[src/ara_consts.svh]
// Design-wide sizes of the vector accelerator
// Lane count, register file shape, element and instruction widths

`ifndef ARA_CONSTS_SVH
`define ARA_CONSTS_SVH

////////////////////////////////////////
// Lanes and register file
////////////////////////////////////////

// Parallel lanes, each holding a slice of every vector register
`define ARA_NR_LANES 4
// Elements of one register stored in each lane
`define ARA_ELEMS_PER_LANE 2
// Longest vector the machine can hold
`define ARA_MAX_VL (`ARA_NR_LANES * `ARA_ELEMS_PER_LANE)
`define ARA_NR_VREGS 8

////////////////////////////////////////
// Widths and buffering
////////////////////////////////////////

`define ARA_ELEM_W 16
`define ARA_INSN_W 32
// Instruction queue entries, equal to the dispatcher credit count
`define ARA_QUEUE_DEPTH 4

`endif
[src/ara_pkg.sv]
// Shared types of the vector accelerator
// Element, length, opcode, instruction word and queue entry

`include "ara_consts.svh"

package ara_pkg;

  // Vector length field width, enough to hold 0 to ARA_MAX_VL
  localparam int unsigned VlW = $clog2(`ARA_MAX_VL + 1);

  typedef logic [`ARA_ELEM_W-1:0] elem_t;
  typedef logic [VlW-1:0] vl_t;
  typedef logic [$clog2(`ARA_NR_VREGS)-1:0] vreg_idx_t;

  // Codes 6 and 7 are unassigned and behave as no-operations
  typedef enum logic [2:0] {
    OP_VADD   = 3'd0,
    OP_VSUB   = 3'd1,
    OP_VAND   = 3'd2,
    OP_VXOR   = 3'd3,
    OP_VSPLAT = 3'd4,
    OP_VMVXS  = 3'd5
  } ara_op_e;

  // Instruction word, kind bit on top picks the view
  typedef union packed {
    struct packed {
      logic      kind;
      ara_op_e   op;
      vreg_idx_t vd;
      vreg_idx_t vs1;
      vreg_idx_t vs2;
      logic [2:0] rsvd;
      elem_t     imm;
    } arith;
    struct packed {
      logic                       kind;
      logic [`ARA_INSN_W-VlW-2:0] unused;
      vl_t                        vl;
    } cfg;
  } ara_insn_u;

  // Queue entry as issued by the dispatcher
  // Config entries hold the granted length in vl
  typedef struct packed {
    ara_op_e   op;
    vreg_idx_t vd;
    vreg_idx_t vs1;
    vreg_idx_t vs2;
    elem_t     imm;
    vl_t       vl;
    logic      is_cfg;
  } ara_req_t;

endpackage

[src/ara.sv]
// Vector accelerator top level
// Dispatcher, instruction queue, lane sequencer and parallel lanes

`timescale 1ns/1ps

`include "ara_consts.svh"

module ara import ara_pkg::*; (
  input  logic      clk_i,
  input  logic      rst_i,
  // Core request port
  input  ara_insn_u acc_req_i,
  input  logic      acc_req_valid_i,
  output logic      acc_req_ready_o,
  // Core response port
  output elem_t     acc_resp_o,
  output logic      acc_resp_valid_o,
  input  logic      acc_resp_ready_i
);

  localparam int unsigned LaneIdW = $clog2(`ARA_NR_LANES);

  // Dispatcher to queue
  logic     issue_valid;
  ara_req_t issue_req;
  logic     credit_return;
  // Queue to sequencer
  logic     head_valid;
  ara_req_t head_req;
  logic     pop;
  // Sequencer and lanes
  logic     exec_valid;
  ara_req_t exec_req;
  elem_t [`ARA_NR_LANES-1:0][`ARA_ELEMS_PER_LANE-1:0] lane_read;

  ////////////////////////////////////////
  // Front end
  ////////////////////////////////////////

  ara_dispatcher i_dispatcher (
    .clk_i           (clk_i          ),
    .rst_i           (rst_i          ),
    .acc_req_i       (acc_req_i      ),
    .acc_req_valid_i (acc_req_valid_i),
    .acc_req_ready_o (acc_req_ready_o),
    .credit_return_i (credit_return  ),
    .issue_valid_o   (issue_valid    ),
    .issue_req_o     (issue_req      )
  );

  ara_insn_queue i_insn_queue (
    .clk_i           (clk_i        ),
    .rst_i           (rst_i        ),
    .issue_valid_i   (issue_valid  ),
    .issue_req_i     (issue_req    ),
    .pop_i           (pop          ),
    .head_valid_o    (head_valid   ),
    .head_req_o      (head_req     ),
    .credit_return_o (credit_return)
  );

  ara_lane_sequencer i_lane_sequencer (
    .clk_i            (clk_i           ),
    .rst_i            (rst_i           ),
    .head_valid_i     (head_valid      ),
    .head_req_i       (head_req        ),
    .lane_read_i      (lane_read       ),
    .acc_resp_ready_i (acc_resp_ready_i),
    .pop_o            (pop             ),
    .exec_valid_o     (exec_valid      ),
    .exec_req_o       (exec_req        ),
    .acc_resp_o       (acc_resp_o      ),
    .acc_resp_valid_o (acc_resp_valid_o)
  );

  ////////////////////////////////////////
  // Lanes
  ////////////////////////////////////////

  for (genvar lane = 0; lane < `ARA_NR_LANES; lane++) begin : gen_lanes
    ara_lane i_lane (
      .clk_i        (clk_i            ),
      .rst_i        (rst_i            ),
      .lane_id_i    (LaneIdW'(lane)   ),
      .exec_valid_i (exec_valid       ),
      .exec_req_i   (exec_req         ),
      .read_elem_o  (lane_read[lane]  )
    );
  end : gen_lanes

endmodule

[src/ara_lane.sv]
// Vector lane
// One slice of the register file plus its element ALU

`timescale 1ns/1ps

`include "ara_consts.svh"

module ara_lane import ara_pkg::*; (
  input  logic                                  clk_i,
  input  logic                                  rst_i,
  input  logic [$clog2(`ARA_NR_LANES)-1:0]      lane_id_i,
  input  logic                                  exec_valid_i,
  input  ara_req_t                              exec_req_i,
  output elem_t [`ARA_ELEMS_PER_LANE-1:0]       read_elem_o
);

  elem_t [`ARA_ELEMS_PER_LANE-1:0] vrf_q [`ARA_NR_VREGS];
  elem_t [`ARA_ELEMS_PER_LANE-1:0] alu_res;
  logic  [`ARA_ELEMS_PER_LANE-1:0] elem_we;
  logic                            writes_vd;

  // Source operand for scalar moves
  assign read_elem_o = vrf_q[exec_req_i.vs2];

  ////////////////////////////////////////
  // Element ALU
  ////////////////////////////////////////

  always_comb begin
    writes_vd = 1'b0;
    if (exec_valid_i && !exec_req_i.is_cfg) begin
      case (exec_req_i.op)
        OP_VADD, OP_VSUB, OP_VAND, OP_VXOR, OP_VSPLAT: writes_vd = 1'b1;
        default: writes_vd = 1'b0;
      endcase
    end
  end

  always_comb begin
    for (int unsigned e = 0; e < `ARA_ELEMS_PER_LANE; e++) begin
      case (exec_req_i.op)
        OP_VADD:   alu_res[e] = vrf_q[exec_req_i.vs2][e] + vrf_q[exec_req_i.vs1][e];
        // vd = vs2 - vs1
        OP_VSUB:   alu_res[e] = vrf_q[exec_req_i.vs2][e] - vrf_q[exec_req_i.vs1][e];
        OP_VAND:   alu_res[e] = vrf_q[exec_req_i.vs2][e] & vrf_q[exec_req_i.vs1][e];
        OP_VXOR:   alu_res[e] = vrf_q[exec_req_i.vs2][e] ^ vrf_q[exec_req_i.vs1][e];
        OP_VSPLAT: alu_res[e] = exec_req_i.imm;
        default:   alu_res[e] = '0;
      endcase
      // Tail elements past the stamped length are left alone
      elem_we[e] = writes_vd &&
                   ((e * `ARA_NR_LANES + int'(lane_id_i)) < int'(exec_req_i.vl));
    end
  end

  ////////////////////////////////////////
  // Register file slice
  ////////////////////////////////////////

  always_ff @(posedge clk_i) begin
    if (rst_i) begin
      for (int unsigned r = 0; r < `ARA_NR_VREGS; r++) begin
        vrf_q[r] <= '0;
      end
    end else begin
      for (int unsigned e = 0; e < `ARA_ELEMS_PER_LANE; e++) begin
        if (elem_we[e]) begin
          vrf_q[exec_req_i.vd][e] <= alu_res[e];
        end
      end
    end
  end

endmodule

[src/ara_lane_sequencer.sv]
// Lane sequencer
// Pops queue entries, broadcasts them to all lanes and returns one
// registered response per instruction

`timescale 1ns/1ps

`include "ara_consts.svh"

module ara_lane_sequencer import ara_pkg::*; (
  input  logic     clk_i,
  input  logic     rst_i,
  input  logic     head_valid_i,
  input  ara_req_t head_req_i,
  input  elem_t [`ARA_NR_LANES-1:0][`ARA_ELEMS_PER_LANE-1:0] lane_read_i,
  input  logic     acc_resp_ready_i,
  output logic     pop_o,
  output logic     exec_valid_o,
  output ara_req_t exec_req_o,
  output elem_t    acc_resp_o,
  output logic     acc_resp_valid_o
);

  localparam int unsigned LaneSelW = $clog2(`ARA_NR_LANES);
  localparam int unsigned ElemIdxW = $clog2(`ARA_MAX_VL);

  logic                take;
  logic [ElemIdxW-1:0] elem_idx;
  elem_t               mvxs_elem;
  elem_t               resp_d;
  elem_t               resp_q;
  logic                resp_valid_q;

  ////////////////////////////////////////
  // Issue to the lanes
  ////////////////////////////////////////

  // Response slot must be free or draining this cycle
  assign take         = head_valid_i & (~resp_valid_q | acc_resp_ready_i);
  assign pop_o        = take;
  assign exec_valid_o = take;
  assign exec_req_o   = head_req_i;

  // Index wraps at the full register length
  assign elem_idx = head_req_i.imm[ElemIdxW-1:0];

  // Element i lives in lane i mod lanes, local slot i / lanes
  assign mvxs_elem = lane_read_i[elem_idx[LaneSelW-1:0]][elem_idx[ElemIdxW-1:LaneSelW]];

  always_comb begin
    resp_d = '0;
    if (head_req_i.is_cfg) begin
      resp_d = elem_t'(head_req_i.vl);
    end else if (head_req_i.op == OP_VMVXS) begin
      resp_d = mvxs_elem;
    end
  end

  ////////////////////////////////////////
  // Response register
  ////////////////////////////////////////

  always_ff @(posedge clk_i) begin
    if (rst_i) begin
      resp_valid_q <= 1'b0;
    end else if (take) begin
      resp_valid_q <= 1'b1;
    end else if (acc_resp_ready_i) begin
      resp_valid_q <= 1'b0;
    end
  end

  always_ff @(posedge clk_i) begin
    if (take) begin
      resp_q <= resp_d;
    end
  end

  assign acc_resp_o       = resp_q;
  assign acc_resp_valid_o = resp_valid_q;

  // A stalled response holds until the core takes it
  a_resp_stable: assert property (@(posedge clk_i) disable iff (rst_i)
    resp_valid_q && !acc_resp_ready_i |=> resp_valid_q && $stable(resp_q))
    else $error("response changed while stalled");

endmodule

[src/ara_insn_queue.sv]
// Instruction queue
// Circular buffer of issued entries, one credit back per pop

`timescale 1ns/1ps

`include "ara_consts.svh"

module ara_insn_queue import ara_pkg::*; (
  input  logic     clk_i,
  input  logic     rst_i,
  input  logic     issue_valid_i,
  input  ara_req_t issue_req_i,
  input  logic     pop_i,
  output logic     head_valid_o,
  output ara_req_t head_req_o,
  output logic     credit_return_o
);

  localparam int unsigned PtrW = $clog2(`ARA_QUEUE_DEPTH);
  localparam int unsigned CntW = $clog2(`ARA_QUEUE_DEPTH + 1);

  ara_req_t        mem_q [`ARA_QUEUE_DEPTH];
  logic [PtrW-1:0] wr_ptr_q;
  logic [PtrW-1:0] rd_ptr_q;
  logic [CntW-1:0] count_q;
  logic            do_pop;

  function automatic logic [PtrW-1:0] next_ptr(input logic [PtrW-1:0] ptr);
    if (ptr == PtrW'(`ARA_QUEUE_DEPTH - 1)) begin
      return '0;
    end
    return ptr + 1'b1;
  endfunction

  assign head_valid_o    = (count_q != '0);
  assign head_req_o      = mem_q[rd_ptr_q];
  assign do_pop          = pop_i & head_valid_o;
  // Slot freed this cycle goes straight back to the dispatcher
  assign credit_return_o = do_pop;

  always_ff @(posedge clk_i) begin
    if (rst_i) begin
      wr_ptr_q <= '0;
      rd_ptr_q <= '0;
      count_q  <= '0;
    end else begin
      if (issue_valid_i) begin
        wr_ptr_q <= next_ptr(wr_ptr_q);
      end
      if (do_pop) begin
        rd_ptr_q <= next_ptr(rd_ptr_q);
      end
      count_q <= count_q + CntW'(issue_valid_i) - CntW'(do_pop);
    end
  end

  // Entry storage
  always_ff @(posedge clk_i) begin
    if (issue_valid_i) begin
      mem_q[wr_ptr_q] <= issue_req_i;
    end
  end

  // Dispatcher credits must keep pushes off a full queue
  a_no_push_full: assert property (@(posedge clk_i) disable iff (rst_i)
    issue_valid_i |-> count_q < CntW'(`ARA_QUEUE_DEPTH))
    else $error("push into full queue, credit violation");

  a_no_pop_empty: assert property (@(posedge clk_i) disable iff (rst_i)
    pop_i |-> head_valid_o)
    else $error("pop from empty queue");

endmodule

[src/ara_dispatcher.sv]
// Request dispatcher
// Decodes accelerator requests, keeps the vector length and spends
// queue credits to issue entries

`timescale 1ns/1ps

`include "ara_consts.svh"

module ara_dispatcher import ara_pkg::*; (
  input  logic      clk_i,
  input  logic      rst_i,
  input  ara_insn_u acc_req_i,
  input  logic      acc_req_valid_i,
  output logic      acc_req_ready_o,
  input  logic      credit_return_i,
  output logic      issue_valid_o,
  output ara_req_t  issue_req_o
);

  localparam int unsigned CreditW = $clog2(`ARA_QUEUE_DEPTH + 1);

  logic [CreditW-1:0] credits_q;
  vl_t                vl_q;
  vl_t                vl_granted;
  logic               accept;
  ara_req_t           req_d;

  // Accept only while the queue has room reserved for us
  assign acc_req_ready_o = ~rst_i & (credits_q != '0);
  assign accept          = acc_req_valid_i & acc_req_ready_o;

  // Requested length, clamped to what the lanes hold
  always_comb begin
    if (acc_req_i.cfg.vl > vl_t'(`ARA_MAX_VL)) begin
      vl_granted = vl_t'(`ARA_MAX_VL);
    end else begin
      vl_granted = acc_req_i.cfg.vl;
    end
  end

  ////////////////////////////////////////
  // Decode
  ////////////////////////////////////////

  always_comb begin
    req_d = '0;
    if (acc_req_i.cfg.kind) begin
      req_d.is_cfg = 1'b1;
      req_d.vl     = vl_granted;
    end else begin
      req_d.op  = acc_req_i.arith.op;
      req_d.vd  = acc_req_i.arith.vd;
      req_d.vs1 = acc_req_i.arith.vs1;
      req_d.vs2 = acc_req_i.arith.vs2;
      req_d.imm = acc_req_i.arith.imm;
      // Stamp with the length in force at acceptance
      req_d.vl  = vl_q;
    end
  end

  ////////////////////////////////////////
  // Credits, length and issue
  ////////////////////////////////////////

  always_ff @(posedge clk_i) begin
    if (rst_i) begin
      credits_q     <= CreditW'(`ARA_QUEUE_DEPTH);
      vl_q          <= vl_t'(`ARA_MAX_VL);
      issue_valid_o <= 1'b0;
    end else begin
      credits_q     <= credits_q - CreditW'(accept) + CreditW'(credit_return_i);
      issue_valid_o <= accept;
      if (accept && acc_req_i.cfg.kind) begin
        vl_q <= vl_granted;
      end
    end
  end

  always_ff @(posedge clk_i) begin
    if (accept) begin
      issue_req_o <= req_d;
    end
  end

  // Queue returns at most what was spent
  a_credit_bound: assert property (@(posedge clk_i) disable iff (rst_i)
    credits_q <= CreditW'(`ARA_QUEUE_DEPTH))
    else $error("credit counter above queue depth");

endmodule

[config.mk]
export PLATFORM = sky130hd
export DESIGN_NAME = ara
export DESIGN_NICKNAME = d
export VERILOG_FILES = /design/src/ara_pkg.sv /design/src/ara.sv /design/src/ara_lane.sv /design/src/ara_lane_sequencer.sv /design/src/ara_insn_queue.sv /design/src/ara_dispatcher.sv
export VERILOG_INCLUDE_DIRS = /design/src /design/src/src
export SDC_FILE = /design/constraint.sdc
export NUM_CORES = 2
export LEC_CHECK = 0
export BUFFER_PORTS_ARGS = -buffer_cell sky130_fd_sc_hd__buf_4
export CORE_AREA = 2 2 357 359
export CTS_BUF_LIST = sky130_fd_sc_hd__clkbuf_2
export DETAILED_ROUTE_END_ITERATION = 16
export DIE_AREA = 0 0 359 361
export GPL_ROUTABILITY_DRIVEN = 0
export PLACE_DENSITY_LB_ADDON = 0.15
export SLEW_MARGIN = 20
export SYNTH_ARGS = -nofsm -noshare
export SYNTH_HDL_FRONTEND = slang
export SYNTH_SLANG_ARGS = --single-unit
[constraint.sdc]
create_clock -name clk_i -period 6.97 [get_ports clk_i]
set_input_delay 1.0455 -clock clk_i [delete_from_list [all_inputs] [get_ports clk_i]]
set_output_delay 1.0455 -clock clk_i [all_outputs]
set_load 0.01 [all_outputs]
## Word-level counts from Yosys, hierarchy flattened

Memories as Yosys holds them, arrays and structs flattened. A register that Yosys moved wholly into a read port is not among the register bits.
Cells that the tools add are included.

- Bits in writable memories: 1,156
- Memories: 5
- Bits in registers: 65
- Word-level logic and storage cells: 179
- Bits of input ports: 36
- Output and inout bits: 18

- Reduce and logical (&&, ||, !) cells: 21
- Bitwise logic cells: 24
- Add/subtract/negate cells: 22
- Muxes and demuxes: 73
- Equality and inequality tests: 7
- Magnitude comparators: 11

Memories:

| memory | words | bits a word | rd ports | clocked after Yosys merged registers in | wr ports | RTL line | RTL |
|---|---|---|---|---|---|---|---|
| gen_lanes[0].i_lane.vrf_q | 8 | 32 | 2 | 0 | 8 | ara_lane.sv:17 | `` elem_t [`ARA_ELEMS_PER_LANE-1:0] vrf_q [`ARA_NR_VREGS]; `` |
| gen_lanes[1].i_lane.vrf_q | 8 | 32 | 2 | 0 | 8 | ara_lane.sv:17 |  |
| gen_lanes[2].i_lane.vrf_q | 8 | 32 | 2 | 0 | 8 | ara_lane.sv:17 |  |
| gen_lanes[3].i_lane.vrf_q | 8 | 32 | 2 | 0 | 8 | ara_lane.sv:17 |  |
| i_insn_queue.mem_q | 4 | 33 | 1 | 1 | 1 | ara_insn_queue.sv:22 | `` ara_req_t mem_q [`ARA_QUEUE_DEPTH]; `` |

Operators by type and width:

| kind | count |
|---|---|
| case mux 16 bit (5 select lines) | 8 |
| 2-to-1 mux 32 bit | 5 |
| adder 16 bit | 8 |
| AND 16 bit | 8 |
| OR reduction 32 bit | 4 |
| subtractor 16 bit | 8 |
| XOR 16 bit | 8 |
| binary-select mux 32 bit (select 2 bit) | 1 |
| 2-to-1 mux 1 bit | 39 |
| 2-to-1 mux 16 bit | 2 |
| 2-to-1 mux 2 bit | 10 |
| less-than comparator 3 x 4 -> 1 bit (first input constant) | 4 |
| 2-to-1 mux 4 bit | 4 |
| 2-to-1 mux 3 bit | 4 |
| logical AND 1 bit | 10 |
| less-than comparator 1 x 4 -> 1 bit (first input constant) | 2 |
| less-than comparator 2 x 4 -> 1 bit (first input constant) | 2 |
| adder 3 x 1 -> 3 bit | 2 |
| == test 3 x 2 -> 1 bit (second input constant) | 2 |
| == test 3 bit (second input constant) | 2 |
| nonzero test 3 bit | 2 |
| subtractor 3 x 1 -> 3 bit | 2 |
| OR reduction 5 bit | 1 |
| adder 2 x 1 -> 2 bit (second input constant) | 2 |
| 12 further kinds | 18 |

## Longest topological paths before layout

- Depth in word-level cells: 11
- Depth in mapped cells: 29
- Depth with buffers taken out: 20

## By module

A second synthesis with hierarchy kept.

- Cells, all modules: 5,852
- Area, all modules: 74,499.0 µm²

By module, submodules not included:

| module | cells an instance | area an instance (µm²) | times used | sequential area each (µm²) |
|---|---|---|---|---|
| ara_lane (gen_lanes[1].i_lane ...) | 1,351 | 16,460.8 | 2 | 7,687.4 |
| ara_lane (gen_lanes[0].i_lane) | 1,344 | 16,408.2 | 1 | 7,687.4 |
| ara_lane (gen_lanes[3].i_lane) | 1,334 | 16,398.2 | 1 | 7,687.4 |
| ara_insn_queue | 217 | 5,273.8 | 1 | 4,144.0 |
| ara_lane_sequencer | 146 | 1,865.5 | 1 | 500.5 |
| ara_dispatcher | 107 | 1,624.1 | 1 | 1,151.1 |
| ara | 2 | 7.5 | 1 | 0.0 |

## Worst setup path after synthesis

No wires, ideal clock.

- Kind: register to register
- From: register with a tool-made name
- To: memory gen_lanes[1].i_lane.vrf_q[0][15] (netlist name), data pin
- Clock period less this slack: 6.150 ns
- Setup slack: 0.820 ns
- Setup time: 0.263 ns
- Cell stages (with the launch flop): 27
- Path buffers: 8
- Data arrival time: 5.887 ns
- Path through: dfxtp_1 -> buf_6 -> mux4_2 -> buf_6 -> buf_2 -> buf_4 -> buf_4 -> buf_2 -> buf_4 -> buf_2 -> mux4_2 -> nand2_1 -> and2_1 -> ha_1 -> a21oi_1 -> xnor2_1 -> ha_1 -> or4_1 -> o22ai_1 -> o21ai_0 -> nor4_1 -> nor3_1 -> and4_1 -> a2111oi_0 -> xnor2_1 -> a21oi_2 -> nor2_1

RTL lines:

| element | RTL line |
|---|---|
| end: declaration | ara_lane.sv:17 |

==> results.md <==
Floorplanning:
- The placement row count is 130.
- 54 I/O pins were placed.
- The floorplan step defined a core boundary enclosing 0.125 mm2.
- The width of the chip is 359 um.
- The height of the chip is 361 um.
- The effective utilization at floorplan is 0.578.
- The overall die area is 0.130 mm2.

Final layout:
- The number of nets in the layout is 6805.
- In the final layout, the share of cells above drive strength 1 is 0.213.
- The count of placed standard cells in the final layout, fillers left out is 8364.
- Counting the fill cells in the layout gives 9660.
- Summing all flip-flop and latch instances after layout gives 0.0365 mm2.
- From synthesis to final layout, the design area changed by 9.87%.
- The multi-input combinational cells in the finished layout cover a total of 0.0339 mm2.

Timing:
- The number of failing hold endpoints at the final stage was 0.
- Hold timing on the final database bottoms out at a slack of 0.180 ns.
- The worst clock skew is 0.240 ns.
- For this run, the top clock speed supported by timing is 0.153 GHz.
- Setup slack on the critical path of the routed design comes to 0.415 ns.
- The max-slew violation count is 0.
- The post-route setup TNS is 0 ns.
- Setup violations remaining at the end of the flow were counted as 0.
- The pin slew with the least headroom to its limit is 1.27 ns.
- The final critical delay including setup and external delays is 6.56 ns.
- The period utilization is 0.941.
- Setup repair after global routing left no endpoint under its margin.
- The relative slew slack is 0.145.

Synthesis:
- The post-synthesis cell area is 0.0725 mm2.
- Of the synthesized area, sequential elements account for 0.504.
- The synthesized design contains 1223 register bits.
- The total nets after synthesis is 6417.
- The number of synthesized flops with an enable pin is 1205.
- The post-synthesis average cell area is 11.9 um2.
- In the synthesized netlist the dominant register cell turns out to be sky130_fd_sc_hd__edfxtp_1.
- Of all cell types, the one taking the most synthesized area is sky130_fd_sc_hd__edfxtp_1.
- The fraction of registers with async set or reset after synthesis is 0.
- The synthesized netlist contains 74 unique library cells.
- The number of warnings printed during yosys synthesis is 0.
- The synthesized instance count is 6106.
- Yosys attributes the largest share of cell area to sky130_fd_sc_hd__edfxtp_1 (50%), sky130_fd_sc_hd__mux4_2 (12%), sky130_fd_sc_hd__nor2_1 (6.6%), sky130_fd_sc_hd__ha_1 (4.6%), sky130_fd_sc_hd__mux2i_1 (4.4%).
- Sorting the synthesized cells by how often they occur yields sky130_fd_sc_hd__nor2_1 (1280), sky130_fd_sc_hd__edfxtp_1 (1205), sky130_fd_sc_hd__nand2_1 (416).
- The share of the synthesized area in the top cell type is 0.499.
- The most used standard cell by instance count after synthesis is sky130_fd_sc_hd__nor2_1.

Run:
- The max capacitance violation total is 0.

Worst setup path:
- The register-to-register setup slack is 0.41 ns.
- Data on the critical path is required at its endpoint by 8.46 ns.
- The element type at the critical path start is a register.
- The family with the most delay on the worst path is compound AO/OA/AOI/OAI gates.
- STA puts the critical path data arrival time at 8.05 ns.
- For this run, the slowest stage of the critical path takes 0.96 ns.
- Traced cell by cell, the critical path runs through mux4_4, buf_12, buf_4, mux2i_1, a22oi_1, nand2_1, nand4_1, inv_1, a31oi_1, xnor2_1, ha_1, and3_1, a21oi_1, o21ai_0, nor4_1, nor3_1, and4_1, a2111oi_0, buf_4, xnor2_1, a21oi_2, nor2_1.
- The buffering stage count on the worst path with inverters included is 4.
- The setup path with the least slack is of type register to register.
- The capture point of the worst reg-to-reg path is gen_lanes[1].i_lane.vrf_q[7][15]$_SDFFCE_PN0P_.
- The length in cells of the worst reg-to-reg path is 22.
- The highest-delay cell along the critical path is sky130_fd_sc_hd__mux4_4.
- The largest fanout on the critical path is 38.
- The kind of end point of the critical path is a register.

Clocking:
- The clock latency reported for the late side of the worst-skew pair is 1.82 ns.
- The hold-fix buffer count after cts is 88.
- The quantity of gates resized following cts is 0.
- After clock tree synthesis, the setup repair step added 0 buffers.
- The sink count of the clock tree is 1223.
- After clock tree synthesis, the clock-pin slew on the worst setup and hold paths is 0.11 ns.
- The clock tree synthesis step divided the H-tree into 5 levels.
- The CTS tree is built.
- The worst-case clock buffer depth is 4.
- The cell sitting at the root of the clock tree is a sky130_fd_sc_hd__clkbuf_2.
- Buffers inserted during clock tree synthesis total 332.

Route:
- The first detailed-routing pass ran for 6 iterations.
- In the routed design, unresolved DRC markers number 0.
- The final routed wire length divided by cell count is 29.6 um.
- The count of nets left with antenna violations once routing finished came out at 0.
- The first routing iteration left 8111 violations.
- The number of vias after detailed routing is 56400.
- The detailed-route wire length is 247000 um.
- After detailed routing, the number of vias per cell comes to 6.75.

Global routing:
- Entering global routing, the biggest net connects 75 pins.
- After global routing the overflow that remains totals 0.
- For this run, the total global-route usage over all layers was measured as 0.379.
- The via count of the first global-routing pass is 55700.
- The first global-routing pass estimated 358000 um of wire.
- The number of antenna violations at the first check in global routing is 12.

Status:
- The run finished with clean final reports.

Placed design:
- OpenSTA, run right after detailed placement, puts the worst setup slack at 0.618 ns.
- Detailed placement ended at an HPWL of 162000 um.
- The instance count after placement with tap cells included is 7721.
- The count of buffers inserted at the top-level ports is 50.

Worst hold path:
- The class of the worst hold path is input pin to register.
- The worst hold path terminates at i_dispatcher.issue_req_o[7]$_SDFFCE_PP0P_.
- The worst hold path was traced through 3 stages.
- In this run the most critical hold path is launched from acc_req_i[2].
layer usage:
layer	global-route usage	up-vias	routed length, um
met2	0.568	4281	108000
met5	0	-	47
met3	0.133	835	37400
li1	-	23800	-
met4	0.210	8	14700
met1	0.484	27500	86900
worst register-to-register path, stage by stage (launching register included):
cell	delay (ns)
sky130_fd_sc_hd__dfxtp_2	0.54
sky130_fd_sc_hd__mux4_4	0.97
sky130_fd_sc_hd__buf_12	0.31
sky130_fd_sc_hd__buf_4	0.36
sky130_fd_sc_hd__mux2i_1	0.23
sky130_fd_sc_hd__a22oi_1	0.22
sky130_fd_sc_hd__nand2_1	0.19
sky130_fd_sc_hd__nand4_1	0.20
sky130_fd_sc_hd__inv_1	0.06
sky130_fd_sc_hd__a31oi_1	0.45
sky130_fd_sc_hd__xnor2_1	0.13
sky130_fd_sc_hd__ha_1	0.40
sky130_fd_sc_hd__and3_1	0.19
sky130_fd_sc_hd__a21oi_1	0.11
sky130_fd_sc_hd__o21ai_0	0.18
sky130_fd_sc_hd__nor4_1	0.23
sky130_fd_sc_hd__nor3_1	0.12
sky130_fd_sc_hd__and4_1	0.20
sky130_fd_sc_hd__a2111oi_0	0.39
sky130_fd_sc_hd__buf_4	0.23
sky130_fd_sc_hd__xnor2_1	0.10
sky130_fd_sc_hd__a21oi_2	0.36
sky130_fd_sc_hd__nor2_1	0.08
cell families after synthesis:
group,Yosys count,synth area share
simple gates,2181,0.127
flops,1223,0.504
compound gates,843,0.0788
mux,825,0.184
buf+inv,540,0.0314
fa+ha+maj,275,0.0485
xor+xnor,219,0.0264
registers in the layout (all words and copies together) (netlist names), named ones only:
| register | flops |
|---|---|
| gen_lanes.i_lane.vrf_q | 1024 |
| i_insn_queue.mem_q | 132 |
| i_insn_queue.count_q | 3 |
| i_insn_queue.wr_ptr_q | 2 |
| i_dispatcher.issue_req_o | 33 |
| i_dispatcher.credits_q | 3 |
| i_insn_queue.rd_ptr_q | 2 |
| i_lane_sequencer.acc_resp_valid_o | 1 |
| i_dispatcher.issue_valid_o | 1 |
| i_lane_sequencer.acc_resp_o | 16 |
| i_dispatcher.vl_q | 4 |
layout make-up:
class	count	area share
repair buffers	436	0.0474
clock inverters	75	0.00507
diodes	13	0.000408
well taps	1650	0.0259
inverters	158	0.00744
flip-flops and latches	1223	0.459
clock buffers	466	0.0293
multi-input cells	4343	0.426
cells in the final DEF, fill, tap and decap left out, types with 21 or more instances in the layout:
master                             n
sky130_fd_sc_hd__nor2_1         1274
sky130_fd_sc_hd__edfxtp_1       1205
sky130_fd_sc_hd__clkbuf_2        467
sky130_fd_sc_hd__nand2_1         415
sky130_fd_sc_hd__mux4_2          386
sky130_fd_sc_hd__buf_4           324
sky130_fd_sc_hd__mux2i_1         316
sky130_fd_sc_hd__ha_1            265
sky130_fd_sc_hd__a21oi_1         218
sky130_fd_sc_hd__xnor2_1         160
sky130_fd_sc_hd__inv_1           157
sky130_fd_sc_hd__o21ai_0         145
sky130_fd_sc_hd__mux2_2          114
sky130_fd_sc_hd__nor3_1          100
sky130_fd_sc_hd__dlygate4sd3_1    88
sky130_fd_sc_hd__nand3_1          87
sky130_fd_sc_hd__a22oi_1          78
sky130_fd_sc_hd__nand2b_1         66
sky130_fd_sc_hd__nor2b_1          61
sky130_fd_sc_hd__a221o_1          60
sky130_fd_sc_hd__xor2_1           59
sky130_fd_sc_hd__clkinv_1         55
sky130_fd_sc_hd__a21o_1           37
sky130_fd_sc_hd__o22ai_1          36
sky130_fd_sc_hd__or3_1            31
sky130_fd_sc_hd__a211oi_1         31
sky130_fd_sc_hd__o311ai_0         24
sky130_fd_sc_hd__a32oi_1          23
sky130_fd_sc_hd__o21a_1           23
sky130_fd_sc_hd__a31oi_1          23
sky130_fd_sc_hd__and3_1           23
sky130_fd_sc_hd__buf_12           23
sky130_fd_sc_hd__o31ai_1          21
worst max path at each step:
stage	startpoint	to	slack, ns	cells after the start
final	register	gen_lanes[1].i_lane.vrf_q[7][15]$_SDFFCE_PN0P_	0.41	22
after floorplan	register	gen_lanes[1].i_lane.vrf_q[0][15]$_SDFFCE_PN0P_	0.82	26
after detailed placement	register	gen_lanes[1].i_lane.vrf_q[1][15]$_SDFFCE_PN0P_	0.62	22
after CTS	register	gen_lanes[0].i_lane.vrf_q[1][13]$_SDFFCE_PN0P_	0.48	19
after global routing	register	gen_lanes[0].i_lane.vrf_q[7][13]$_SDFFCE_PN0P_	0.03	19
after global placement	register	gen_lanes[1].i_lane.vrf_q[1][15]$_SDFFCE_PN0P_	0.63	22
per-stage QoR:
step | instance area, um2 | utilization
2_1_floorplan | 72500 | -
3_3_place_gp | 76000 | 0.606
3_5_place_dp | 76000 | 0.606
4_1_cts | 79600 | 0.635
5_1_grt | 79700 | 0.635
6_report | 79700 | 0.635
Power is not shown: default switching activity piles up to over one toggle a cycle in this logic, so the estimate is an artifact.
